==> config.mk <==
export PLATFORM = sky130hd
export DESIGN_NAME = traffic_gen_top
export DESIGN_NICKNAME = d
export VERILOG_FILES = /design/src/common/traffic_pkg.sv /design/src/common/req_if.sv /design/src/addr_gen.sv /design/src/traffic_gen/rd_issuer.sv /design/src/traffic_gen/traffic_gen_top.sv /design/src/traffic_gen/traffic_seq.sv /design/src/traffic_gen/wr_issuer.sv
export VERILOG_INCLUDE_DIRS = /design/src /design/src/common
export SDC_FILE = /design/constraint.sdc
export NUM_CORES = 1
export LEC_CHECK = 0
export ABC_CLOCK_PERIOD_IN_PS = 34900
export BUFFER_PORTS_ARGS = -buffer_cell sky130_fd_sc_hd__buf_4
export CORE_AREA = 2 2 351 353
export DETAILED_ROUTE_END_ITERATION = 12
export DIE_AREA = 0 0 353 355
export PLACE_DENSITY_LB_ADDON = 0.2
export REMOVE_ABC_BUFFERS = 1
export SETUP_SLACK_MARGIN = 0.5
export SLEW_MARGIN = 25
export SYNTH_ARGS = -nofsm -noshare
export SYNTH_HDL_FRONTEND = slang
export SYNTH_SLANG_ARGS = --single-unit
==> constraint.sdc <==
create_clock -name axi4_mm_clk -period 34.9 [get_ports axi4_mm_clk]
set_input_delay 1.745 -clock axi4_mm_clk [delete_from_list [all_inputs] [get_ports axi4_mm_clk]]
set_output_delay 1.745 -clock axi4_mm_clk [all_outputs]
set_load 0.01 [all_outputs]
==> src/common/traffic_consts.svh <==
// Width and code constants of the traffic generator.
// Line shift and data width must stay consistent (512-bit line = 64 bytes).
// Test-case bounds cover the kept read (1-9) and write (10-18) cases only.
`ifndef TRAFFIC_CONSTS_SVH
`define TRAFFIC_CONSTS_SVH

// bus field widths
`define TG_ADDR_W       64
`define TG_ID_W         12
`define TG_USER_W       6
`define TG_DATA_W       512

`define TG_LINE_SHIFT   6   // 64-byte cache line

// internal widths
`define TG_CNT_W        16
`define TG_CASE_W       8
`define TG_SEED_W       64

// test-case bounds
`define TG_RD_FIRST     1
`define TG_RD_LAST      9
`define TG_WR_FIRST     10
`define TG_WR_LAST      18

// user code layout: target in 5:4, zero in 3:2, coherence type in 1:0
`define TG_USER_ZERO    2'b00

`endif

==> src/common/traffic_pkg.sv <==
// Shared types of the traffic generator.
// The range, target and coherence-type encodings follow the user-code
// layout of the memory device; op_e values carry different meanings for
// reads and writes.
`include "traffic_consts.svh"

package traffic_pkg;

    typedef logic [`TG_ADDR_W-1:0]   addr_t;
    typedef logic [`TG_ID_W-1:0]     id_t;
    typedef logic [`TG_USER_W-1:0]   user_t;
    typedef logic [`TG_DATA_W-1:0]   data_t;
    typedef logic [`TG_DATA_W/8-1:0] strb_t;    // one strobe per byte
    typedef logic [`TG_CNT_W-1:0]    cnt_t;
    typedef logic [`TG_CASE_W-1:0]   case_t;
    typedef logic [`TG_SEED_W-1:0]   seed_t;

    // address window selector, unknown codes act as 32K
    typedef enum logic [2:0] {
        RANGE_32K  = 3'd1,  // 9 seed bits
        RANGE_128K = 3'd2,  // 11 seed bits
        RANGE_1M   = 3'd3,  // 14 seed bits
        RANGE_4M   = 3'd4,  // 16 seed bits
        RANGE_16M  = 3'd5,  // 18 seed bits
        RANGE_32M  = 3'd6   // 19 seed bits
    } range_e;

    // memory target, user bits 5:4
    typedef enum logic [1:0] {
        TGT_HOST      = 2'b00,
        TGT_DEV_BIAS  = 2'b11,  // device memory, device bias
        TGT_HOST_BIAS = 2'b10   // device memory, host bias
    } target_e;

    // coherence type, user bits 1:0
    typedef enum logic [1:0] {
        OP_NC           = 2'b00,    // non-cacheable, both directions
        OP_RD_CS_WR_CO  = 2'b01,    // read cacheable-shared / write cacheable-owned
        OP_RD_CO_WR_NCP = 2'b10     // read cacheable-owned / write nc-push
    } op_e;

endpackage

==> src/common/req_if.sv <==
// Single request handoff from the sequencer to an issuer.
// Transfer on valid && ready; payload must stay stable while valid waits.
`timescale 1ns/1ps

interface req_if
    import traffic_pkg::*;
();

    logic  valid;
    logic  ready;
    addr_t addr;
    user_t user;
    id_t   id;

    // sequencer side
    modport src (
        output valid,
        output addr,
        output user,
        output id,
        input  ready
    );

    // issuer side
    modport dst (
        input  valid,
        input  addr,
        input  user,
        input  id,
        output ready
    );

endinterface

==> src/addr_gen.sv <==
// Pseudo-random line-aligned address source.
// Seed steps as s ^ (s << 1) ^ (s >> 1); a zero seed stays zero forever.
// The address is combinational from the seed register and the window inputs.
`timescale 1ns/1ps
`include "traffic_consts.svh"

module addr_gen
    import traffic_pkg::*;
(
    input  logic   axi4_mm_clk,
    input  logic   rst_n,
    input  logic   load,
    input  logic   advance,
    input  seed_t  seed_init,
    input  range_e range_sel,
    input  addr_t  page_addr,
    output addr_t  addr
);

    seed_t      seed;
    logic [4:0] keep_bits;  // random bits kept for the window
    seed_t      offset;

    always_ff @(posedge axi4_mm_clk or negedge rst_n) begin
        if (!rst_n) begin
            seed <= '0;
        end else if (load) begin
            seed <= seed_init;
        end else if (advance) begin
            seed <= seed ^ (seed << 1) ^ (seed >> 1);
        end
    end

    always_comb begin
        case (range_sel)
            RANGE_128K: keep_bits = 5'd11;
            RANGE_1M:   keep_bits = 5'd14;
            RANGE_4M:   keep_bits = 5'd16;
            RANGE_16M:  keep_bits = 5'd18;
            RANGE_32M:  keep_bits = 5'd19;
            default:    keep_bits = 5'd9;   // 32K and unknown codes
        endcase
        offset = seed & ((seed_t'(1) << keep_bits) - seed_t'(1));
    end

    // line-aligned offset above the page
    assign addr = page_addr + addr_t'(offset << `TG_LINE_SHIFT);

endmodule

==> src/traffic_gen/rd_issuer.sv <==
// AR channel issuer with a single request slot.
// Accepts a new request only when empty, so at most one read is outstanding.
`timescale 1ns/1ps

module rd_issuer
    import traffic_pkg::*;
(
    input  logic axi4_mm_clk,
    input  logic rst_n,
    req_if.dst   req,
    input  logic arready,
    output logic arvalid,
    output addr_t araddr,
    output id_t  arid,
    output user_t aruser
);

    logic full;

    assign req.ready = !full;

    always_ff @(posedge axi4_mm_clk or negedge rst_n) begin
        if (!rst_n) begin
            full <= 1'b0;
            arid <= '0;
        end else if (!full) begin
            if (req.valid) begin
                full <= 1'b1;
                arid <= req.id;
            end
        end else if (arready) begin
            full <= 1'b0;   // AR accepted
        end
    end

    // payload held while the slot is full
    always_ff @(posedge axi4_mm_clk) begin
        if (!full && req.valid) begin
            araddr <= req.addr;
            aruser <= req.user;
        end
    end

    assign arvalid = full;

endmodule

==> src/traffic_gen/traffic_gen_top.sv <==
// AXI4 memory-traffic generator top.
// Issues num_request reads or writes to random lines in a window above
// page_addr. Responses are not tracked; rready and bready are tied high.
// addr_range codes other than 1-6 select the 32K window.
`timescale 1ns/1ps

module traffic_gen_top
    import traffic_pkg::*;
(
    input  logic       axi4_mm_clk,
    input  logic       rst_n,
    input  logic       start,
    input  case_t      test_case,
    input  cnt_t       num_request,
    input  logic [2:0] addr_range,
    input  addr_t      page_addr,
    input  seed_t      seed_init,
    input  logic       arready,
    input  logic       awready,
    input  logic       wready,
    output logic       arvalid,
    output addr_t      araddr,
    output id_t        arid,
    output user_t      aruser,
    output logic       awvalid,
    output addr_t      awaddr,
    output id_t        awid,
    output user_t      awuser,
    output logic       wvalid,
    output data_t      wdata,
    output strb_t      wstrb,
    output logic       wlast,
    output logic       rready,
    output logic       bready,
    output logic       busy,
    output logic       done
);

    req_if rd_req ();
    req_if wr_req ();

    assign rready = 1'b1;
    assign bready = 1'b1;

    traffic_seq u_seq (
        .axi4_mm_clk (axi4_mm_clk),
        .rst_n       (rst_n),
        .start       (start),
        .test_case   (test_case),
        .num_request (num_request),
        .range_sel   (range_e'(addr_range)),    // raw code, unknown values allowed
        .page_addr   (page_addr),
        .seed_init   (seed_init),
        .rd_req      (rd_req.src),
        .wr_req      (wr_req.src),
        .busy        (busy),
        .done        (done)
    );

    rd_issuer u_rd (
        .axi4_mm_clk (axi4_mm_clk),
        .rst_n       (rst_n),
        .req         (rd_req.dst),
        .arready     (arready),
        .arvalid     (arvalid),
        .araddr      (araddr),
        .arid        (arid),
        .aruser      (aruser)
    );

    wr_issuer u_wr (
        .axi4_mm_clk (axi4_mm_clk),
        .rst_n       (rst_n),
        .req         (wr_req.dst),
        .awready     (awready),
        .wready      (wready),
        .awvalid     (awvalid),
        .awaddr      (awaddr),
        .awid        (awid),
        .awuser      (awuser),
        .wvalid      (wvalid),
        .wdata       (wdata),
        .wstrb       (wstrb),
        .wlast       (wlast)
    );

endmodule

==> src/traffic_gen/traffic_seq.sv <==
// Request sequencer: one run per accepted start.
// Starts with a case outside 1-18 or a zero count are ignored, as are
// starts while a run is in progress. Done waits for the issuer to drain.
`timescale 1ns/1ps
`include "traffic_consts.svh"

module traffic_seq
    import traffic_pkg::*;
(
    input  logic   axi4_mm_clk,
    input  logic   rst_n,
    input  logic   start,
    input  case_t  test_case,
    input  cnt_t   num_request,
    input  range_e range_sel,
    input  addr_t  page_addr,
    input  seed_t  seed_init,
    req_if.src     rd_req,
    req_if.src     wr_req,
    output logic   busy,
    output logic   done
);

    typedef enum logic [1:0] {ST_IDLE, ST_RUN, ST_DRAIN, ST_DONE} state_e;

    state_e  state;
    logic    start_ok;
    logic    dec_wr;
    case_t   dec_idx;    // position 0..8 inside the direction
    target_e dec_tgt;
    op_e     dec_op;
    logic    wr_q;
    user_t   user_q;
    cnt_t    num_q;
    cnt_t    cnt_q;
    id_t     id_q;
    range_e  range_q;
    addr_t   page_q;
    addr_t   req_addr;
    logic    xfer;
    logic    sel_ready;

    always_comb begin
        dec_wr  = (test_case >= case_t'(`TG_WR_FIRST));
        dec_idx = dec_wr ? test_case - case_t'(`TG_WR_FIRST) : test_case - case_t'(`TG_RD_FIRST);
        case (dec_idx)
            8'd0, 8'd1, 8'd2: dec_tgt = TGT_HOST;
            8'd3, 8'd4, 8'd5: dec_tgt = TGT_DEV_BIAS;
            default:          dec_tgt = TGT_HOST_BIAS;
        endcase
        case (dec_idx)
            8'd0, 8'd3, 8'd6: dec_op = OP_NC;
            8'd1, 8'd4, 8'd7: dec_op = dec_wr ? OP_RD_CS_WR_CO : OP_RD_CO_WR_NCP;
            default:          dec_op = dec_wr ? OP_RD_CO_WR_NCP : OP_RD_CS_WR_CO;
        endcase
    end

    assign start_ok = start && (state == ST_IDLE || state == ST_DONE)
                    && test_case >= case_t'(`TG_RD_FIRST)
                    && test_case <= case_t'(`TG_WR_LAST)
                    && num_request != '0;

    always_ff @(posedge axi4_mm_clk or negedge rst_n) begin
        if (!rst_n) begin
            state <= ST_IDLE;
            wr_q  <= 1'b0;
            cnt_q <= '0;
            id_q  <= '0;
        end else begin
            case (state)
                ST_IDLE, ST_DONE: begin
                    if (start_ok) begin
                        state <= ST_RUN;
                        wr_q  <= dec_wr;
                        cnt_q <= '0;
                        id_q  <= '0;    // ids restart each run
                    end
                end
                ST_RUN: begin
                    if (xfer) begin
                        cnt_q <= cnt_q + cnt_t'(1);
                        id_q  <= id_q + id_t'(1);
                        if (cnt_q == num_q - cnt_t'(1)) begin
                            state <= ST_DRAIN;
                        end
                    end
                end
                ST_DRAIN: begin
                    if (sel_ready) begin
                        state <= ST_DONE;   // issuer empty again
                    end
                end
                default: state <= ST_IDLE;
            endcase
        end
    end

    // run parameters, captured once per start
    always_ff @(posedge axi4_mm_clk) begin
        if (start_ok) begin
            user_q  <= user_t'({dec_tgt, `TG_USER_ZERO, dec_op});
            num_q   <= num_request;
            range_q <= range_sel;
            page_q  <= page_addr;
        end
    end

    addr_gen u_addr_gen (
        .axi4_mm_clk (axi4_mm_clk),
        .rst_n       (rst_n),
        .load        (start_ok),
        .advance     (xfer),
        .seed_init   (seed_init),
        .range_sel   (range_q),
        .page_addr   (page_q),
        .addr        (req_addr)
    );

    assign sel_ready = wr_q ? wr_req.ready : rd_req.ready;
    assign xfer      = (state == ST_RUN) && sel_ready;

    assign rd_req.valid = (state == ST_RUN) && !wr_q;
    assign rd_req.addr  = req_addr;
    assign rd_req.user  = user_q;
    assign rd_req.id    = id_q;

    assign wr_req.valid = (state == ST_RUN) && wr_q;
    assign wr_req.addr  = req_addr;
    assign wr_req.user  = user_q;
    assign wr_req.id    = id_q;

    assign busy = (state == ST_RUN) || (state == ST_DRAIN);
    assign done = (state == ST_DONE);

endmodule

==> src/traffic_gen/wr_issuer.sv <==
// AW/W channel issuer with a single request slot.
// Address and data are raised together and complete independently; the
// slot frees once both have been accepted. Single-beat full-line writes only.
`timescale 1ns/1ps

module wr_issuer
    import traffic_pkg::*;
(
    input  logic  axi4_mm_clk,
    input  logic  rst_n,
    req_if.dst    req,
    input  logic  awready,
    input  logic  wready,
    output logic  awvalid,
    output addr_t awaddr,
    output id_t   awid,
    output user_t awuser,
    output logic  wvalid,
    output data_t wdata,
    output strb_t wstrb,
    output logic  wlast
);

    logic aw_pend;
    logic w_pend;
    logic take;

    assign req.ready = !aw_pend && !w_pend;
    assign take      = req.ready && req.valid;

    always_ff @(posedge axi4_mm_clk or negedge rst_n) begin
        if (!rst_n) begin
            aw_pend <= 1'b0;
            awid    <= '0;
        end else if (take) begin
            aw_pend <= 1'b1;
            awid    <= req.id;
        end else if (aw_pend && awready) begin
            aw_pend <= 1'b0;
        end
    end

    always_ff @(posedge axi4_mm_clk or negedge rst_n) begin
        if (!rst_n) begin
            w_pend <= 1'b0;
        end else if (take) begin
            w_pend <= 1'b1;
        end else if (w_pend && wready) begin
            w_pend <= 1'b0;
        end
    end

    always_ff @(posedge axi4_mm_clk) begin
        if (take) begin
            awaddr <= req.addr;
            awuser <= req.user;
        end
    end

    assign awvalid = aw_pend;
    assign wvalid  = w_pend;

    // all-ones line with every byte enabled, zero between beats
    assign wdata = w_pend ? '1 : '0;
    assign wstrb = w_pend ? '1 : '0;
    assign wlast = w_pend;  // single-beat burst

endmodule

==> results.txt <==
----------------------------------------------------
[Critical path]
  Startpoint kind of the worst setup timing path ... register
  R2R setup slack ... 29.61 ns
  Depth of the most critical reg-to-reg path ... 17
  Capture instance of the worst register-to-register path ... u_rd.araddr[63]
  CP Data Required Time ... 35.23 ns
  Family with the most delay on the worst path ... compound AO/OA/AOI/OAI gates
  Sort of element at the end of the critical path ... register
  Reg-to-reg critical path startpoint ... u_seq.range_q[2]
  Cell type of the slowest stage on the worst timing path ... sky130_fd_sc_hd__a211oi_1
  Longest individual stage delay on the worst path ... 0.71 ns
  Critical Setup Path Class ... register to register
  CP cell instances ... inv_1 -> ha_1 -> nor3_2 -> buf_4 -> a21o_1 -> and3_1 -> ha_1 -> a21oi_1 -> o21bai_1 -> a221oi_1 -> nand2_1 -> a211oi_1 -> o41ai_1 -> a21oi_1 -> nand2_1 -> a211oi_1 -> xnor2_1
  Worst path buffer plus inverter count ... 2
  Data arrival, critical path ... 5.62 ns
  Peak fanout along the critical path ... 26

[Detailed routing]
  Number of design rule violations left after detail routing ... 0
  Vias after detailed routing ... 15400
  Remaining number of nets flagged by the antenna check after routing ... 0
  Violation count after the first detailed-routing iteration ... 609
  Routed WL per cell ... 17.5 um
  Drt total wl ... 73500 um
  Via count normalized by instance count ... 3.67
  DR pass1 iterations ... 5

[Clocking]
  CTS buffer count ... 47
  Clock Sinks ... 345
  CTS HTree Levels ... 2
  Quantity of hold-fixing buffers added after cts ... 0
  Clock latency reported for the late side of the worst-skew pair ... 0.62 ns
  Root Driver ... sky130_fd_sc_hd__clkbuf_16
  Post-CTS setup-driven buffer insertion count ... 0
  Largest buffer count on any clock path ... 3
  Clock transition at the registers of the reported paths ... 0.06 ns
  CTS tree ... yes
  Number of resized instances in the post-cts repair step ... 0

[Placement]
  Instance count after placement with tap cells included ... 4111
  PortBufs ... 902
  Estimated wirelength of the detail-placed design ... 56400 um
  Routability congestion estimate from global placement ... 0.842

[Logic synthesis]
  Post-synth cell types ... 68
  Most frequent cell after synthesis ... sky130_fd_sc_hd__buf_4
  Synth area leader ... sky130_fd_sc_hd__edfxtp_1
  Share of Yosys cell area claimed by the top area cell type ... 0.303
  Syn avg cell area ... 9.98 sq um
  Flip-flop and latch count after synthesis ... 345
  Most frequent cells after synthesis ... sky130_fd_sc_hd__buf_4 (583), sky130_fd_sc_hd__nand2_1 (255), sky130_fd_sc_hd__edfxtp_1 (223), sky130_fd_sc_hd__xor2_1 (160), sky130_fd_sc_hd__o21ai_0 (127)
  Synthesized instance count ... 2217
  Post-Synthesis Cell Area ... 22100 sq um
  Count of yosys warnings during synthesis ... 0
  Sequential cell area fraction in the yosys report ... 0.441
  Synth async-reset ratio ... 0.354
  Prevailing post-synth register cell ... sky130_fd_sc_hd__edfxtp_1
  Top post-synthesis cells by area ... sky130_fd_sc_hd__edfxtp_1 (30%), sky130_fd_sc_hd__buf_4 (20%), sky130_fd_sc_hd__dfrtp_1 (14%)
  Post-synth EDFFs ... 223

[Floorplan]
  DIE HEIGHT ... 355 um
  Width of the die ... 353 um
  Area of the placeable core ... 121000 sq um
  Starting density of the core ... 0.182
  Cell Rows ... 128
  Total Die Area ... 125000 sq um
  Boundary Pins ... 909

[Power and ir drop]
  PnR Total Power ... 2.04 mW
  Fraction of power consumed by the clock network ... 0.245
  Power density over the cells ... 72.9 nW/um^2
  Maximum VDD drop ... 0.0000502 V
  Switching power share of the total ... 0.374
  Part of the power in registers ... 0.300
  Internal power component ... 1.28 mW
  Leakage ... 12.4 nW
  Net switching power ... 765 uW
  Combinational Power Share ... 0.455

[STA]
  Slew Limit Headroom ... 0.376
  Hold violation total from the final report ... 0
  Worst-Margin Slew ... 0.936 ns
  Unrepaired setup endpoints after global routing ... no
  Period utilisation layout ... 0.152
  Fin Clk Skew ... 0.0315 ns
  Highest achievable clock rate ... 189 MHz
  Final setup violation count ... 0
  Period minus WS final ... 5.29 ns
  Final Slew Violations ... 0

[Layout]
  Share of layout cells above drive strength 1 ... 0.393
  Synth-to-Final Area Change ... 26.7%
  Area used by sequential logic in the layout ... 9750 sq um
  Filler-free cell count of the finished design ... 4198
  Final net count ... 2772
  Multi-input combinational cell area ... 7610 sq um
  Filler cell count in the final layout ... 13400

[Global routing]
  Maximum number of pins on one net before global-route repair ... 225
  First-pass GRT wire length ... 103000 um
  Global-route usage over all layers ... 0.110
  Initial antenna violation count ... 17
  Number of global-route vias before repair ... 14900
  Grt total ovfl ... 0

[Min path]
  Worst min-delay path category ... register to register
  Worst hold endpoint ... u_rd.araddr[5]
  Worst Hold Depth ... 0
  Hold wc startpoint ... u_seq.page_q[5]

[Job]
  Number of max-cap violations ... 0

[Outcome]
  Status ... finished, final reports clean

----------------------------------------------------
==> power groups by stage <==
stage / clock network [mW] / registers [mW] / logic [mW]
floorplan: 0 / 0.793 / 0.219
detailed placement: 0 / 0.625 / 0.945
global placement: 0 / 0.626 / 0.951
finish: 0.500 / 0.614 / 0.929
global route: 0.537 / 0.627 / 1.01
CTS: 0.523 / 0.618 / 0.948
==> metrics by stage <==
step | hold WS [ns] | setup WS (ns) | instance area, sq um | util | setup TNS, ns
2_1_floorplan | 0.421 | -5.20 | 17500 | - | -1765.21
3_3_place_gp | 0.425 | 29.48 | 26500 | 0.218 | 0
3_5_place_dp | 0.432 | 29.50 | 26500 | 0.218 | 0
4_1_cts | 0.438 | 29.47 | 28000 | 0.231 | 0
5_1_grt | 0.444 | 29.14 | 28000 | 0.231 | 0
6_report | 0.440 | 29.61 | 28000 | 0.231 | 0
==> worst max path at each step <==
| stage | startpoint | endpoint | slack (ns) | cells after the start |
|---|---|---|---|---|
| 3_3_place_gp | u_seq.range_q[2] | u_rd.araddr[60] | 29.48 | 18 |
| 3_5_place_dp | test_case[0] | u_seq.cnt_q[11] | 29.50 | 12 |
| 5_1_grt | u_seq.range_q[2] | u_rd.araddr[57] | 29.14 | 17 |
| 6_report | u_seq.range_q[2] | u_rd.araddr[63] | 29.61 | 17 |
| 2_1_floorplan | u_wr.wlast | u_wr.awaddr[0] | -5.20 | 3 |
| 4_1_cts | u_seq.range_q[2] | u_wr.awaddr[62] | 29.47 | 18 |
==> layer usage <==
metal | part of all wire | routed length, um | up-vias | global-route usage
met5 | 0.0019 | 139 | - | 0
met3 | 0.069 | 5080 | 88 | 0.0330
met1 | 0.43 | 31500 | 7187 | 0.138
li1 | - | - | 7626 | -
met4 | 0.018 | 1290 | 22 | 0.0239
met2 | 0.48 | 35400 | 481 | 0.184
==> cells in the final DEF, fill, tap and decap left out, types with 9 or more instances in the layout <==
cell	count
sky130_fd_sc_hd__buf_4	913
sky130_fd_sc_hd__nand2_1	255
sky130_fd_sc_hd__edfxtp_1	223
sky130_fd_sc_hd__xor2_1	160
sky130_fd_sc_hd__o21ai_0	127
sky130_fd_sc_hd__dfrtp_1	121
sky130_fd_sc_hd__a21oi_1	95
sky130_fd_sc_hd__ha_1	75
sky130_fd_sc_hd__nor2_1	70
sky130_fd_sc_hd__xnor2_1	59
sky130_fd_sc_hd__clkbuf_16	47
sky130_fd_sc_hd__inv_1	39
sky130_fd_sc_hd__a21o_1	35
sky130_fd_sc_hd__nand3_1	32
sky130_fd_sc_hd__and3_1	31
sky130_fd_sc_hd__nand4_1	25
sky130_fd_sc_hd__and2_1	24
sky130_fd_sc_hd__or3_1	19
sky130_fd_sc_hd__a31oi_1	16
sky130_fd_sc_hd__nor3_1	15
sky130_fd_sc_hd__clkbuf_1	13
sky130_fd_sc_hd__mux2_2	12
sky130_fd_sc_hd__nor2b_1	11
sky130_fd_sc_hd__o21bai_1	11
sky130_fd_sc_hd__a211oi_1	9
sky130_fd_sc_hd__nor4_1	9
==> sequential cells by signal, indices dropped and copies added, names as in the netlist, 2 cells and up <==
name	count
u_seq.cnt_q	16
u_seq.u_addr_gen.seed	64
u_wr.awid	12
u_seq.range_q	3
u_seq.num_q	16
u_rd.arid	12
u_seq.rd_req.id	12
u_seq.page_q	64
u_seq.state	2
u_wr.awuser	4
u_seq.rd_req.user	4
u_rd.aruser	4
u_wr.awaddr	64
u_rd.araddr	64
==> cell families after synthesis <==
| family | after synthesis | synth area share |
|---|---|---|
| adder cells (fa/ha/maj) | 76 | 0.0433 |
| buffers and inverters | 694 | 0.217 |
| AND/OR/NAND/NOR | 518 | 0.109 |
| flip-flops | 345 | 0.441 |
| XOR/XNOR | 219 | 0.0867 |
| AO/OA/AOI/OAI | 347 | 0.0947 |
| multiplexers | 16 | 0.00792 |
| other | 2 | 0.000340 |
==> layout make-up <==
class                      instances  share of cell area
antenna                            1           0.0000893
clock buffer                      64              0.0457
clock inverter                    22              0.0100
inverter                          41             0.00585
multi-input combinational       1184               0.272
sequential                       345               0.348
tap                             1625              0.0726
timing repair buffer             916               0.246
==> worst reg2reg max path, stage by stage (launching register included) <==
cell and delay [ns]:
sky130_fd_sc_hd__edfxtp_1 0.52, sky130_fd_sc_hd__inv_1 0.19, sky130_fd_sc_hd__ha_1 0.35, sky130_fd_sc_hd__nor3_2 0.08, sky130_fd_sc_hd__buf_4 0.23, sky130_fd_sc_hd__a21o_1 0.23
sky130_fd_sc_hd__and3_1 0.19, sky130_fd_sc_hd__ha_1 0.37, sky130_fd_sc_hd__a21oi_1 0.20, sky130_fd_sc_hd__o21bai_1 0.08, sky130_fd_sc_hd__a221oi_1 0.28, sky130_fd_sc_hd__nand2_1 0.11
sky130_fd_sc_hd__a211oi_1 0.71, sky130_fd_sc_hd__o41ai_1 0.24, sky130_fd_sc_hd__a21oi_1 0.56, sky130_fd_sc_hd__nand2_1 0.22, sky130_fd_sc_hd__a211oi_1 0.31, sky130_fd_sc_hd__xnor2_1 0.13
Note: power is estimated with default switching activity, not from simulation.
